[src/decode_macros.svh]
/*
 * Decode constants
 * MIPS-I opcode, funct and REGIMM codes, CSR map, execute credit depth
 */
`ifndef DECODE_MACROS_SVH
`define DECODE_MACROS_SVH

// Primary opcodes
`define OPC_SPECIAL 6'b000000
`define OPC_REGIMM  6'b000001
`define OPC_J       6'b000010
`define OPC_BEQ     6'b000100
`define OPC_BNE     6'b000101
`define OPC_BLEZ    6'b000110
`define OPC_BGTZ    6'b000111
`define OPC_ADDIU   6'b001001
`define OPC_SLTI    6'b001010
`define OPC_ORI     6'b001101
`define OPC_LUI     6'b001111
`define OPC_LW      6'b100011
`define OPC_SW      6'b101011

// SPECIAL funct codes
`define FN_SLL      6'b000000
`define FN_SRL      6'b000010
`define FN_SRA      6'b000011
`define FN_ADD      6'b100000
`define FN_ADDU     6'b100001
`define FN_SUB      6'b100010
`define FN_SUBU     6'b100011
`define FN_AND      6'b100100
`define FN_OR       6'b100101
`define FN_XOR      6'b100110
`define FN_NOR      6'b100111
`define FN_SLT      6'b101010
`define FN_SLTU     6'b101011

// REGIMM rt codes
`define RI_BLTZ     5'b00000
`define RI_BGEZ     5'b00001

// CSR map
`define CSR_CTRL    2'd0
`define CSR_DECODED 2'd1
`define CSR_ILLEGAL 2'd2

// Buffer slots in execute
`define EXEC_CREDITS 4

`endif

[src/mips_decode_pkg.sv]
/*
 * MIPS decode types
 * Instruction format views, opcode and class enums, and the micro-op
 * that leaves the decode stage toward execute
 */
`default_nettype none

package mips_decode_pkg;

    typedef struct packed {
        logic [5:0] opcode;
        logic [4:0] rs;
        logic [4:0] rt;
        logic [4:0] rd;
        logic [4:0] shamt;
        logic [5:0] funct;
    } r_fmt_t;

    typedef struct packed {
        logic [5:0]  opcode;
        logic [4:0]  rs;
        logic [4:0]  rt;
        logic [15:0] imm16;
    } i_fmt_t;

    typedef struct packed {
        logic [5:0]  opcode;
        logic [25:0] index26;
    } j_fmt_t;

    // One fetched word, seen through all three formats at once
    typedef union packed {
        r_fmt_t r_fmt;
        i_fmt_t i_fmt;
        j_fmt_t j_fmt;
    } mips_insn_u;

    typedef enum logic [1:0] {
        I_CLASS       = 2'd0,
        J_CLASS       = 2'd1,   // Jumps, branches and REGIMM
        R_CLASS       = 2'd2,
        INVALID_CLASS = 2'd3
    } insn_class_e;

    typedef enum logic [4:0] {
        OP_ADD, OP_ADDU, OP_SUB, OP_SUBU, OP_SLT, OP_SLTU,
        OP_SLL, OP_SRL, OP_SRA,
        OP_AND, OP_OR, OP_XOR, OP_NOR,
        OP_ADDIU, OP_SLTI, OP_LW, OP_SW, OP_LUI, OP_ORI,
        OP_J, OP_BEQ, OP_BNE, OP_BGTZ, OP_BLEZ, OP_BLTZ, OP_BGEZ,
        OP_ILLEGAL
    } uop_op_e;

    typedef struct packed {
        uop_op_e     op;
        insn_class_e insn_class;
        logic [4:0]  rs;
        logic [4:0]  rt;
        logic [4:0]  rd;
        logic [4:0]  shamt;
        logic [31:0] imm;      // Already extended
        logic [31:0] target;   // Branch or jump destination
        logic [31:0] pc;
    } decoded_uop_t;

    typedef logic [1:0] csr_addr_t;

endpackage

`default_nettype wire

[src/insn_decoder.sv]
/*
 * Instruction decoder
 * Combinational MIPS-I subset decode of one word and its PC into a micro-op
 */
`timescale 1ns/1ns
`default_nettype none

`include "decode_macros.svh"

module insn_decoder
    import mips_decode_pkg::*;
(
    input  mips_insn_u   insn,
    input  logic [31:0]  pc,
    output decoded_uop_t uop
);

    logic [31:0] pc_plus4;
    logic [31:0] imm_sext;
    logic [31:0] imm_zext;
    logic [31:0] imm_lui;
    logic [31:0] br_target;
    logic [31:0] j_target;
    uop_op_e     fn_op;
    uop_op_e     ri_op;
    uop_op_e     opc_op;

    assign pc_plus4  = pc + 32'd4;
    assign imm_sext  = {{16{insn.i_fmt.imm16[15]}}, insn.i_fmt.imm16};
    assign imm_zext  = {16'h0000, insn.i_fmt.imm16};
    assign imm_lui   = {insn.i_fmt.imm16, 16'h0000};
    assign br_target = pc_plus4 + {imm_sext[29:0], 2'b00};
    assign j_target  = {pc_plus4[31:28], insn.j_fmt.index26, 2'b00};

    always_comb
    begin
        case (insn.r_fmt.funct)
            `FN_ADD:  fn_op = OP_ADD;
            `FN_ADDU: fn_op = OP_ADDU;
            `FN_SUB:  fn_op = OP_SUB;
            `FN_SUBU: fn_op = OP_SUBU;
            `FN_SLT:  fn_op = OP_SLT;
            `FN_SLTU: fn_op = OP_SLTU;
            `FN_SLL:  fn_op = OP_SLL;   // Also NOP
            `FN_SRL:  fn_op = OP_SRL;
            `FN_SRA:  fn_op = OP_SRA;
            `FN_AND:  fn_op = OP_AND;
            `FN_OR:   fn_op = OP_OR;
            `FN_XOR:  fn_op = OP_XOR;
            `FN_NOR:  fn_op = OP_NOR;
            default:  fn_op = OP_ILLEGAL;
        endcase
    end

    always_comb
    begin
        case (insn.i_fmt.rt)
            `RI_BLTZ: ri_op = OP_BLTZ;
            `RI_BGEZ: ri_op = OP_BGEZ;
            default:  ri_op = OP_ILLEGAL;
        endcase
    end

    always_comb
    begin
        case (insn.r_fmt.opcode)
            `OPC_SPECIAL: opc_op = fn_op;
            `OPC_REGIMM:  opc_op = ri_op;
            `OPC_J:       opc_op = OP_J;
            `OPC_BEQ:     opc_op = OP_BEQ;
            `OPC_BNE:     opc_op = OP_BNE;
            `OPC_BLEZ:    opc_op = OP_BLEZ;
            `OPC_BGTZ:    opc_op = OP_BGTZ;
            `OPC_ADDIU:   opc_op = OP_ADDIU;
            `OPC_SLTI:    opc_op = OP_SLTI;
            `OPC_ORI:     opc_op = OP_ORI;
            `OPC_LUI:     opc_op = OP_LUI;
            `OPC_LW:      opc_op = OP_LW;
            `OPC_SW:      opc_op = OP_SW;
            default:      opc_op = OP_ILLEGAL;
        endcase
    end

    // Fill fields by format; illegal words keep only the PC
    always_comb
    begin
        uop            = '0;
        uop.pc         = pc;
        uop.op         = opc_op;
        uop.insn_class = INVALID_CLASS;
        case (opc_op)
            OP_ADD, OP_ADDU, OP_SUB, OP_SUBU, OP_SLT, OP_SLTU,
            OP_SLL, OP_SRL, OP_SRA, OP_AND, OP_OR, OP_XOR, OP_NOR:
            begin
                uop.insn_class = R_CLASS;
                uop.rs         = insn.r_fmt.rs;
                uop.rt         = insn.r_fmt.rt;
                uop.rd         = insn.r_fmt.rd;
                uop.shamt      = insn.r_fmt.shamt;
            end
            OP_ADDIU, OP_SLTI, OP_LW, OP_SW, OP_ORI, OP_LUI:
            begin
                uop.insn_class = I_CLASS;
                uop.rs         = insn.i_fmt.rs;
                uop.rt         = insn.i_fmt.rt;
                if (opc_op == OP_ORI)
                    uop.imm = imm_zext;
                else if (opc_op == OP_LUI)
                    uop.imm = imm_lui;
                else
                    uop.imm = imm_sext;
            end
            OP_BEQ, OP_BNE, OP_BLEZ, OP_BGTZ:
            begin
                uop.insn_class = J_CLASS;
                uop.rs         = insn.i_fmt.rs;
                uop.rt         = insn.i_fmt.rt;
                uop.imm        = imm_sext;
                uop.target     = br_target;
            end
            OP_BLTZ, OP_BGEZ:
            begin
                uop.insn_class = J_CLASS;
                uop.rs         = insn.i_fmt.rs;   // rt holds the subcode
                uop.imm        = imm_sext;
                uop.target     = br_target;
            end
            OP_J:
            begin
                uop.insn_class = J_CLASS;
                uop.target     = j_target;
            end
            default: ;
        endcase
    end

endmodule

`default_nettype wire

[src/decode_stage.sv]
/*
 * Decode pipeline stage
 * Fetch handshake, NOP squash, micro-op register and execute credit count
 */
`timescale 1ns/1ns
`default_nettype none

`include "decode_macros.svh"

module decode_stage
    import mips_decode_pkg::*;
(
    input  logic         clock,
    input  logic         rst_n,
    input  mips_insn_u   insn,
    input  logic [31:0]  pc,
    input  logic         insn_valid,
    output logic         insn_ready,
    output decoded_uop_t uop,
    output logic         uop_valid,
    input  logic         credit_return,
    input  logic         squash_nops,
    input  logic         halted,
    input  decoded_uop_t decoded_uop
);

    localparam int CREDIT_W = $clog2(`EXEC_CREDITS + 1);
    localparam logic [CREDIT_W-1:0] CREDIT_MAX = CREDIT_W'(`EXEC_CREDITS);

    logic [CREDIT_W-1:0] credits;
    logic                accept;
    logic                is_nop;
    logic                send;

    assign insn_ready = (credits != '0) && !halted;
    assign accept     = insn_valid && insn_ready;
    assign is_nop     = squash_nops && (insn == '0);   // All-zero word only
    assign send       = accept && !is_nop;

    always_ff @(posedge clock)
    begin
        if (!rst_n)
            uop_valid <= 1'b0;
        else
            uop_valid <= send;   // Single-cycle pulse per word
    end

    always_ff @(posedge clock)
    begin
        if (send)
        begin
            uop    <= decoded_uop;
            uop.pc <= pc;   // PC tagged at capture
        end
    end

    // Credit taken per micro-op sent, returned by execute
    always_ff @(posedge clock)
    begin
        if (!rst_n)
            credits <= CREDIT_MAX;
        else
        begin
            case ({send, credit_return})
                2'b10:
                    credits <= credits - 1'b1;
                2'b01:
                    if (credits != CREDIT_MAX)
                        credits <= credits + 1'b1;
                default: ;   // Send and return cancel
            endcase
        end
    end

endmodule

`default_nettype wire

[src/decode_csr.sv]
/*
 * Decode configuration and status
 * Control bits, halt-on-illegal flag and saturating micro-op counters
 */
`timescale 1ns/1ns
`default_nettype none

`include "decode_macros.svh"

module decode_csr
    import mips_decode_pkg::*;
(
    input  logic        clock,
    input  logic        rst_n,
    input  logic        cfg_write,
    input  csr_addr_t   cfg_addr,
    input  logic [31:0] cfg_wdata,
    output logic [31:0] cfg_rdata,
    input  logic        uop_valid,
    input  uop_op_e     uop_op,
    output logic        squash_nops,
    output logic        halted
);

    logic [1:0]  ctrl;
    logic [31:0] decoded_cnt;
    logic [31:0] illegal_cnt;
    logic        ctrl_write;
    logic        illegal_out;

    assign ctrl_write  = cfg_write && (cfg_addr == `CSR_CTRL);
    assign illegal_out = uop_valid && (uop_op == OP_ILLEGAL);
    assign squash_nops = ctrl[0];

    always_ff @(posedge clock)
    begin
        if (!rst_n)
        begin
            ctrl        <= '0;
            halted      <= 1'b0;
            decoded_cnt <= '0;
            illegal_cnt <= '0;
        end
        else
        begin
            if (ctrl_write)
                ctrl <= cfg_wdata[1:0];
            if (ctrl_write)
                halted <= 1'b0;   // Software restart wins
            else if (illegal_out && ctrl[1])
                halted <= 1'b1;
            if (uop_valid && decoded_cnt != '1)
                decoded_cnt <= decoded_cnt + 1'b1;
            if (illegal_out && illegal_cnt != '1)
                illegal_cnt <= illegal_cnt + 1'b1;
        end
    end

    always_comb
    begin
        case (cfg_addr)
            `CSR_CTRL:    cfg_rdata = {30'd0, ctrl};
            `CSR_DECODED: cfg_rdata = decoded_cnt;
            `CSR_ILLEGAL: cfg_rdata = illegal_cnt;
            default:      cfg_rdata = '0;
        endcase
    end

endmodule

`default_nettype wire

[src/decode_top.sv]
/*
 * Decode stage top level
 * Joins the pipeline stage, the instruction decoder and the CSR block
 */
`timescale 1ns/1ns
`default_nettype none

module decode_top
    import mips_decode_pkg::*;
(
    input  logic         clock,
    input  logic         rst_n,
    input  mips_insn_u   insn,
    input  logic [31:0]  pc,
    input  logic         insn_valid,
    output logic         insn_ready,
    output decoded_uop_t uop,
    output logic         uop_valid,
    input  logic         credit_return,
    input  logic         cfg_write,
    input  csr_addr_t    cfg_addr,
    input  logic [31:0]  cfg_wdata,
    output logic [31:0]  cfg_rdata
);

    decoded_uop_t dec_uop;
    logic         squash_nops;
    logic         halted;

    insn_decoder i_decoder (
        .insn (insn),
        .pc   (pc),
        .uop  (dec_uop)
    );

    decode_stage i_stage (
        .clock         (clock),
        .rst_n         (rst_n),
        .insn          (insn),
        .pc            (pc),
        .insn_valid    (insn_valid),
        .insn_ready    (insn_ready),
        .uop           (uop),
        .uop_valid     (uop_valid),
        .credit_return (credit_return),
        .squash_nops   (squash_nops),
        .halted        (halted),
        .decoded_uop   (dec_uop)
    );

    decode_csr i_csr (
        .clock       (clock),
        .rst_n       (rst_n),
        .cfg_write   (cfg_write),
        .cfg_addr    (cfg_addr),
        .cfg_wdata   (cfg_wdata),
        .cfg_rdata   (cfg_rdata),
        .uop_valid   (uop_valid),
        .uop_op      (uop.op),
        .squash_nops (squash_nops),
        .halted      (halted)
    );

endmodule

`default_nettype wire

[config.mk]
export PLATFORM = sky130hd
export DESIGN_NAME = decode_top
export DESIGN_NICKNAME = d
export VERILOG_FILES = /design/src/mips_decode_pkg.sv /design/src/insn_decoder.sv /design/src/decode_stage.sv /design/src/decode_csr.sv /design/src/decode_top.sv
export VERILOG_INCLUDE_DIRS = /design/src /design/src/src
export SDC_FILE = /design/constraint.sdc
export NUM_CORES = 1
export LEC_CHECK = 0
export ABC_CLOCK_PERIOD_IN_PS = 4600
export BUFFER_PORTS_ARGS = -buffer_cell sky130_fd_sc_hd__buf_2
export CAP_MARGIN = 10
export CELL_PAD_IN_SITES_DETAIL_PLACEMENT = 2
export CELL_PAD_IN_SITES_GLOBAL_PLACEMENT = 2
export CORE_ASPECT_RATIO = 0.9
export CORE_MARGIN = 3
export CORE_UTILIZATION = 33
export DETAILED_ROUTE_END_ITERATION = 10
export GPL_TIMING_DRIVEN = 0
export PLACE_DENSITY_LB_ADDON = 0.1
export SLEW_MARGIN = 15
export SYNTH_ARGS = -nofsm -noshare
export SYNTH_HDL_FRONTEND = slang
export SYNTH_SLANG_ARGS = --single-unit
[constraint.sdc]
create_clock -name clock -period 4.6 [get_ports clock]
set_input_delay 0.23 -clock clock [delete_from_list [all_inputs] [get_ports clock]]
set_output_delay 0.23 -clock clock [all_outputs]
set_load 0.005 [all_outputs]
Word-level counts from Yosys, hierarchy flattened. Memories as Yosys holds them, arrays and structs flattened. Index checks and enable logic that the tools add are counted.

Flip-flop bits (word level): 194. ROM bits: 320. Output and inout port bits: 157. Memories kept: 1.

Memories: (name not given) (depth 64, width 5, read ports 1, clocked after memory_dff 0, write ports 0, RTL line insn_decoder.sv:37) `case (insn.r_fmt.funct)`.

$add $sub $neg: 6. Equality and inequality tests: 47. Muxes and demuxes: 10. Bitwise operators: 1. Reduce and logical (&&, ||, !) cells: 26.

Operator list (number): case mux 32 bit (2 select lines) (2); case mux 32 bit (3 select lines) (1); case mux 5 bit (13 select lines) (1); adder 32 x 1 -> 32 bit, second input constant (2); inequality test 32 bit, second input constant (2); equality test 5 bit, second input constant (11); equality test 5 x 4 -> 1 bit, second input constant (8); adder 32 x 3 -> 32 bit, second input constant (1); adder 32 bit (1); logical NOT 32 bit (1); two-way mux 32 bit (1); two-way mux 31 bit (1); OR reduction 25 bit (1); equality test 6 x 3 -> 1 bit, second input constant (4); equality test 6 x 4 -> 1 bit, second input constant (4); OR reduction 23 bit (1); equality test 5 x 3 -> 1 bit, second input constant (4); OR reduction 13 bit (1); equality test 6 bit, second input constant (2); OR reduction 6 bit (2); equality test 5 x 1 -> 1 bit, second input constant (2); equality test 5 x 2 -> 1 bit, second input constant (2); logical NOT 5 bit (2); logical AND 1 bit (9); other kinds (21) (24).

Depth between registers and ports, before layout.
Word-level depth: 7. Gate-level depth with buffers: 15. Mapped depth without buffers: 15.

Modules after synthesis. From an unflattened synthesis, not the netlist that was laid out.

Cells, all modules: 1245. Area total of the unflattened synthesis: 11723.7 µm².

By module, submodules not included: decode_stage (instances 1, cells an instance 161, area an instance 4037.6 µm²); decode_csr (instances 1, cells an instance 481, area an instance 3844.9 µm²); insn_decoder (instances 1, cells an instance 603, area an instance 3841.2 µm²).

Least setup slack after synthesis. No wires, ideal clock.

Kind: input port to flip-flop. From: input port insn[29] in the netlist's numbering. To: register, netlist name i_stage.uop[0]. Library setup time: 786 ps. Arrival time: 3147 ps. Data required time: 3814 ps. Slack: 667 ps. Cell stages on the path: 6. Path buffers: 1. Cell sequence: buf_2 -> or4_4 -> or3_1 -> nand2b_4 -> o211ai_1 -> inv_1.

Cells in the longest elaborated chain, start to end: 4.

Ends and longest elaborated chain: start: declaration (RTL line decode_top.sv:13) `input mips_insn_u insn,`; logical NOT 32 bit (RTL line decode_stage.sv:37) `assign is_nop = squash_nops && (insn == '0);`; logical AND 1 bit (RTL line decode_stage.sv:37); logical NOT 1 bit (RTL line decode_stage.sv:38) `assign send = accept && !is_nop;`; logical AND 1 bit (RTL line decode_stage.sv:38); via i_stage.send (RTL line decode_stage.sv:33) `logic send;`.

The timed path passes the listed nets, and every way through them passes these cells. A chain may end at the register's enable or synchronous reset.

==> results_dict.tcl <==
set metrics [dict create \
    crit_slowest_cell "a21boi_0" \
    cp.arrival_ps 4400 \
    yosysTopAreaCell "edfxtp_1" \
    ctsHtreeMaxLevel 4 \
    combinationalPowerShare 0.173 \
    hold_path_class "input port to register" \
    antenna_found_initial 1 \
    crit_chain "dlygate4sd3_1 > buf_2 > nand2_1 > nor2_1 > nand3_1 > xnor2_1 > ha_1 > nand2_1 > nor2_1 > nand3_1 > a21boi_0 > a41oi_1 > o31ai_2 > a31oi_1 > mux2_2 > nand3_1" \
    die_h_um 176 \
    nNetsFinal 1483 \
    dr.pass1.iters 4 \
    grt_pass1_wl_mm 59.2 \
    fin_setup_tns_ps 0 \
    routed_wl_mm 38.6 \
    vias_per_cell 5.29 \
    clk_latency_ps 450 \
    dpl-instance-area_um2 12200 \
    grt_max_degree 66 \
    area_growth_pct 23.6 \
    synthArstFlopShare 0 \
    cts.clk_slew.worst_paths_ps 80 \
    core_area_um2 31200 \
    start_util 0.338 \
    drc 0 \
    leakagePower_nw 5.32 \
    ant_nets 0 \
    crit_path_max_fanout 5 \
    critPathLaunchType "input port" \
    slew_violations 0 \
    max_cap_viol_count 0 \
    synth_cells 1071 \
    post-route-period-util 0.916 \
    dpl_worst_slack_ps -28.8 \
    cts_tree "built" \
    rows 61 \
    pwr-share-clk 0.364 \
    status "finished clean" \
    clock-sinks 194 \
    swShare 0.286 \
    dr_total_vias 9310 \
    yosysWarnings 0 \
    hold_viol_final 0 \
    synth.distinct_cells 60 \
    cts_buffers 17 \
    required_ps 4790 \
    syn_nets 1218 \
    synthTopCellsByArea "edfxtp_1 (35%), dfxtp_1 (13%), ha_1 (5.0%)" \
    path_class "input port to register" \
    synth_area_um2 10600 \
    die_w_um 195 \
    synthFlopType "edfxtp_1" \
    synth_seq_cells 194 \
    fin_crit_ps 4210 \
    slowest_delay_ps 560 \
    stdcell_area_um2 13100 \
    synth_edf_count 123 \
    synth_top_area_share 0.350 \
    power_frac_seq 0.463 \
    fmax_mhz 237 \
    hpwl_mm 29.3 \
    syn_avg_cell_area_um2 9.86 \
    setup_viol 0 \
    drtIter0Drc 439 \
    r2r_slack_ps 940 \
    crit_top_cell "nand3_1" \
    clock_skew_ps 19.0 \
    grt.overflow.total 0 \
    finish.utilization 0.418 \
    p_int_mw 3.18 \
    worst_slack_ps 386 \
    gp_congestion 0.795 \
    portBuffers 227 \
    layout-drive-gt1-share 0.209 \
    ctsLongestPathBuffers 2 \
    grt_usage 0.222 \
    die_area_um2 34200 \
    critPathCaptureType "register" \
    ir_drop_mv 0.272 \
    cts-root-buf "clkbuf_16" \
    rsz0062_at_grt "no" \
    switchingPower_mw 1.27 \
    multi_input_area_um2 5140 \
    grt_pass1_vias 10017 \
    max-slew-margin-rel 0.310 \
    fillers 3434 \
    seq_area_um2 5110 \
    worst_pin_slew_ps 1030 \
    wl_per_cell_um 21.9 \
    powerDensity_nw_per_um2 341 \
    ios 260 \
    ys_seq_area_frac 0.484 \
]
[cells by family (layout without fill, tap and decap cells)]
kind of cell,after synthesis,count (layout),share of synthesized area
mux,9,9,0.00877
compound gates,211,211,0.133
other cells,0,1,0
fa+ha+maj,44,44,0.0535
buf+inv,84,362,0.0309
flops,194,194,0.484
xor+xnor,106,106,0.0879
simple gates,423,423,0.201
[final timing paths]
path,from,to,cells past startpoint
worst min-delay path,pc[27],i_stage.uop[27],1
worst max register to register,i_csr.illegal_cnt[16],i_csr.illegal_cnt[24],10
worst min register to register,i_csr.illegal_cnt[22],i_csr.illegal_cnt[22],2
worst max-delay path,pc[8],i_stage.uop[63],16
[metal layers]
metal	vias up	routed length (um)	track usage
met1	4717	18200	0.299
met4	2	446	0.0488
li1	4401	-	-
met5	-	14	0
met2	167	18000	0.366
met3	23	1870	0.0518
[sequential cells by signal, summed over array words and instances, names as in the netlist]
| name | flops |
|---|---|
| i_stage.credits | 3 |
| i_csr.illegal_cnt | 32 |
| i_stage.uop_valid | 1 |
| i_csr.decoded_cnt | 32 |
| i_csr.halted | 1 |
| i_csr.ctrl | 2 |
| i_stage.uop | 123 |
[cell usage after synthesis (all sizes together), types with 14 or more instances]
cell    count
edfxtp    123
nor2      119
nand2      92
dfxtp      71
o21ai      57
xnor2      56
xor2       50
nand3      48
ha         42
inv        41
a21oi      39
a22o       35
clkbuf     35
nand4      24
and2       20
and3       20
a21o       18
o22ai      15
nor2b      14
nor3       14
or3        14
[area by class of cell]
type                    instances  share of cell area
multi-input cells             793               0.393
plain buffers                  42              0.0129
clock inverters                15              0.0148
clock buffers                  17              0.0326
well taps                     409              0.0392
inverters                      42              0.0125
diodes                          1            0.000192
flip-flops and latches        194               0.392
repair buffers                246               0.103
[cell usage in the layout (no fill, tap or decap), types with 4 or more instances in the layout]
master and instances:
a211oi_1 7, a21o_1 18, a21oi_1 37, a22o_1 35
a22oi_1 4, a31oi_1 8, a32o_1 5, and2_1 20
and3_1 20, and3b_1 4, and4_1 12, buf_2 233
clkbuf_1 35, clkbuf_16 17, dfxtp_1 71, dlygate4sd3_1 18
edfxtp_1 123, ha_1 42, inv_1 39, inv_6 7
mux2i_1 7, nand2_1 92, nand2b_1 10, nand3_1 48
nand3b_1 6, nand4_1 24, nor2_1 119, nor2b_1 14
nor3_1 13, nor3b_1 5, nor4_1 11, nor4bb_1 4
o21ai_0 56, o22ai_1 15, or3_1 14, xnor2_1 56
xor2_1 50
[what timing repair did]
item | in CTS | in global routing
setup buffers | 0 | 0
hold buffers | 17 | 1
resized for setup | 0 | 2
setup endpoints to repair | 0 | 6
hold endpoints to repair | 17 | 1
[power groups by stage]
stage	sequential (mW)	clock [mW]	combinational, mW
after floorplan	2.13	0	0.373
after global placement	2.12	0	0.727
after detailed placement	2.11	0	0.757
after CTS	2.07	1.66	0.775
after global routing	2.08	1.72	0.855
final	2.06	1.62	0.771
[stage by stage]
step / hold slack [ps] / total power [mW] / std cells
CTS: 0.255 / 4.50 / 1757
global route: 14.6 / 4.65 / 1758
global placement: 425 / 2.85 / 1707
detailed placement: 423 / 2.86 / 1708
floorplan: 319 / 2.50 / 1071
finish: 16.6 / 4.46 / 1759
[critical path, delay by kind of cell]
kind / cells / cell delay (ps)
AOI/OAI and AO/OA: 4 / 1580
and+or+nand+nor: 7 / 1100
buffers and inverters: 2 / 670
adders and majority gates: 1 / 370
muxes: 1 / 270
xor gates and xnor gates: 1 / 170
No activity file was read; power rests on OpenSTA's default activity.
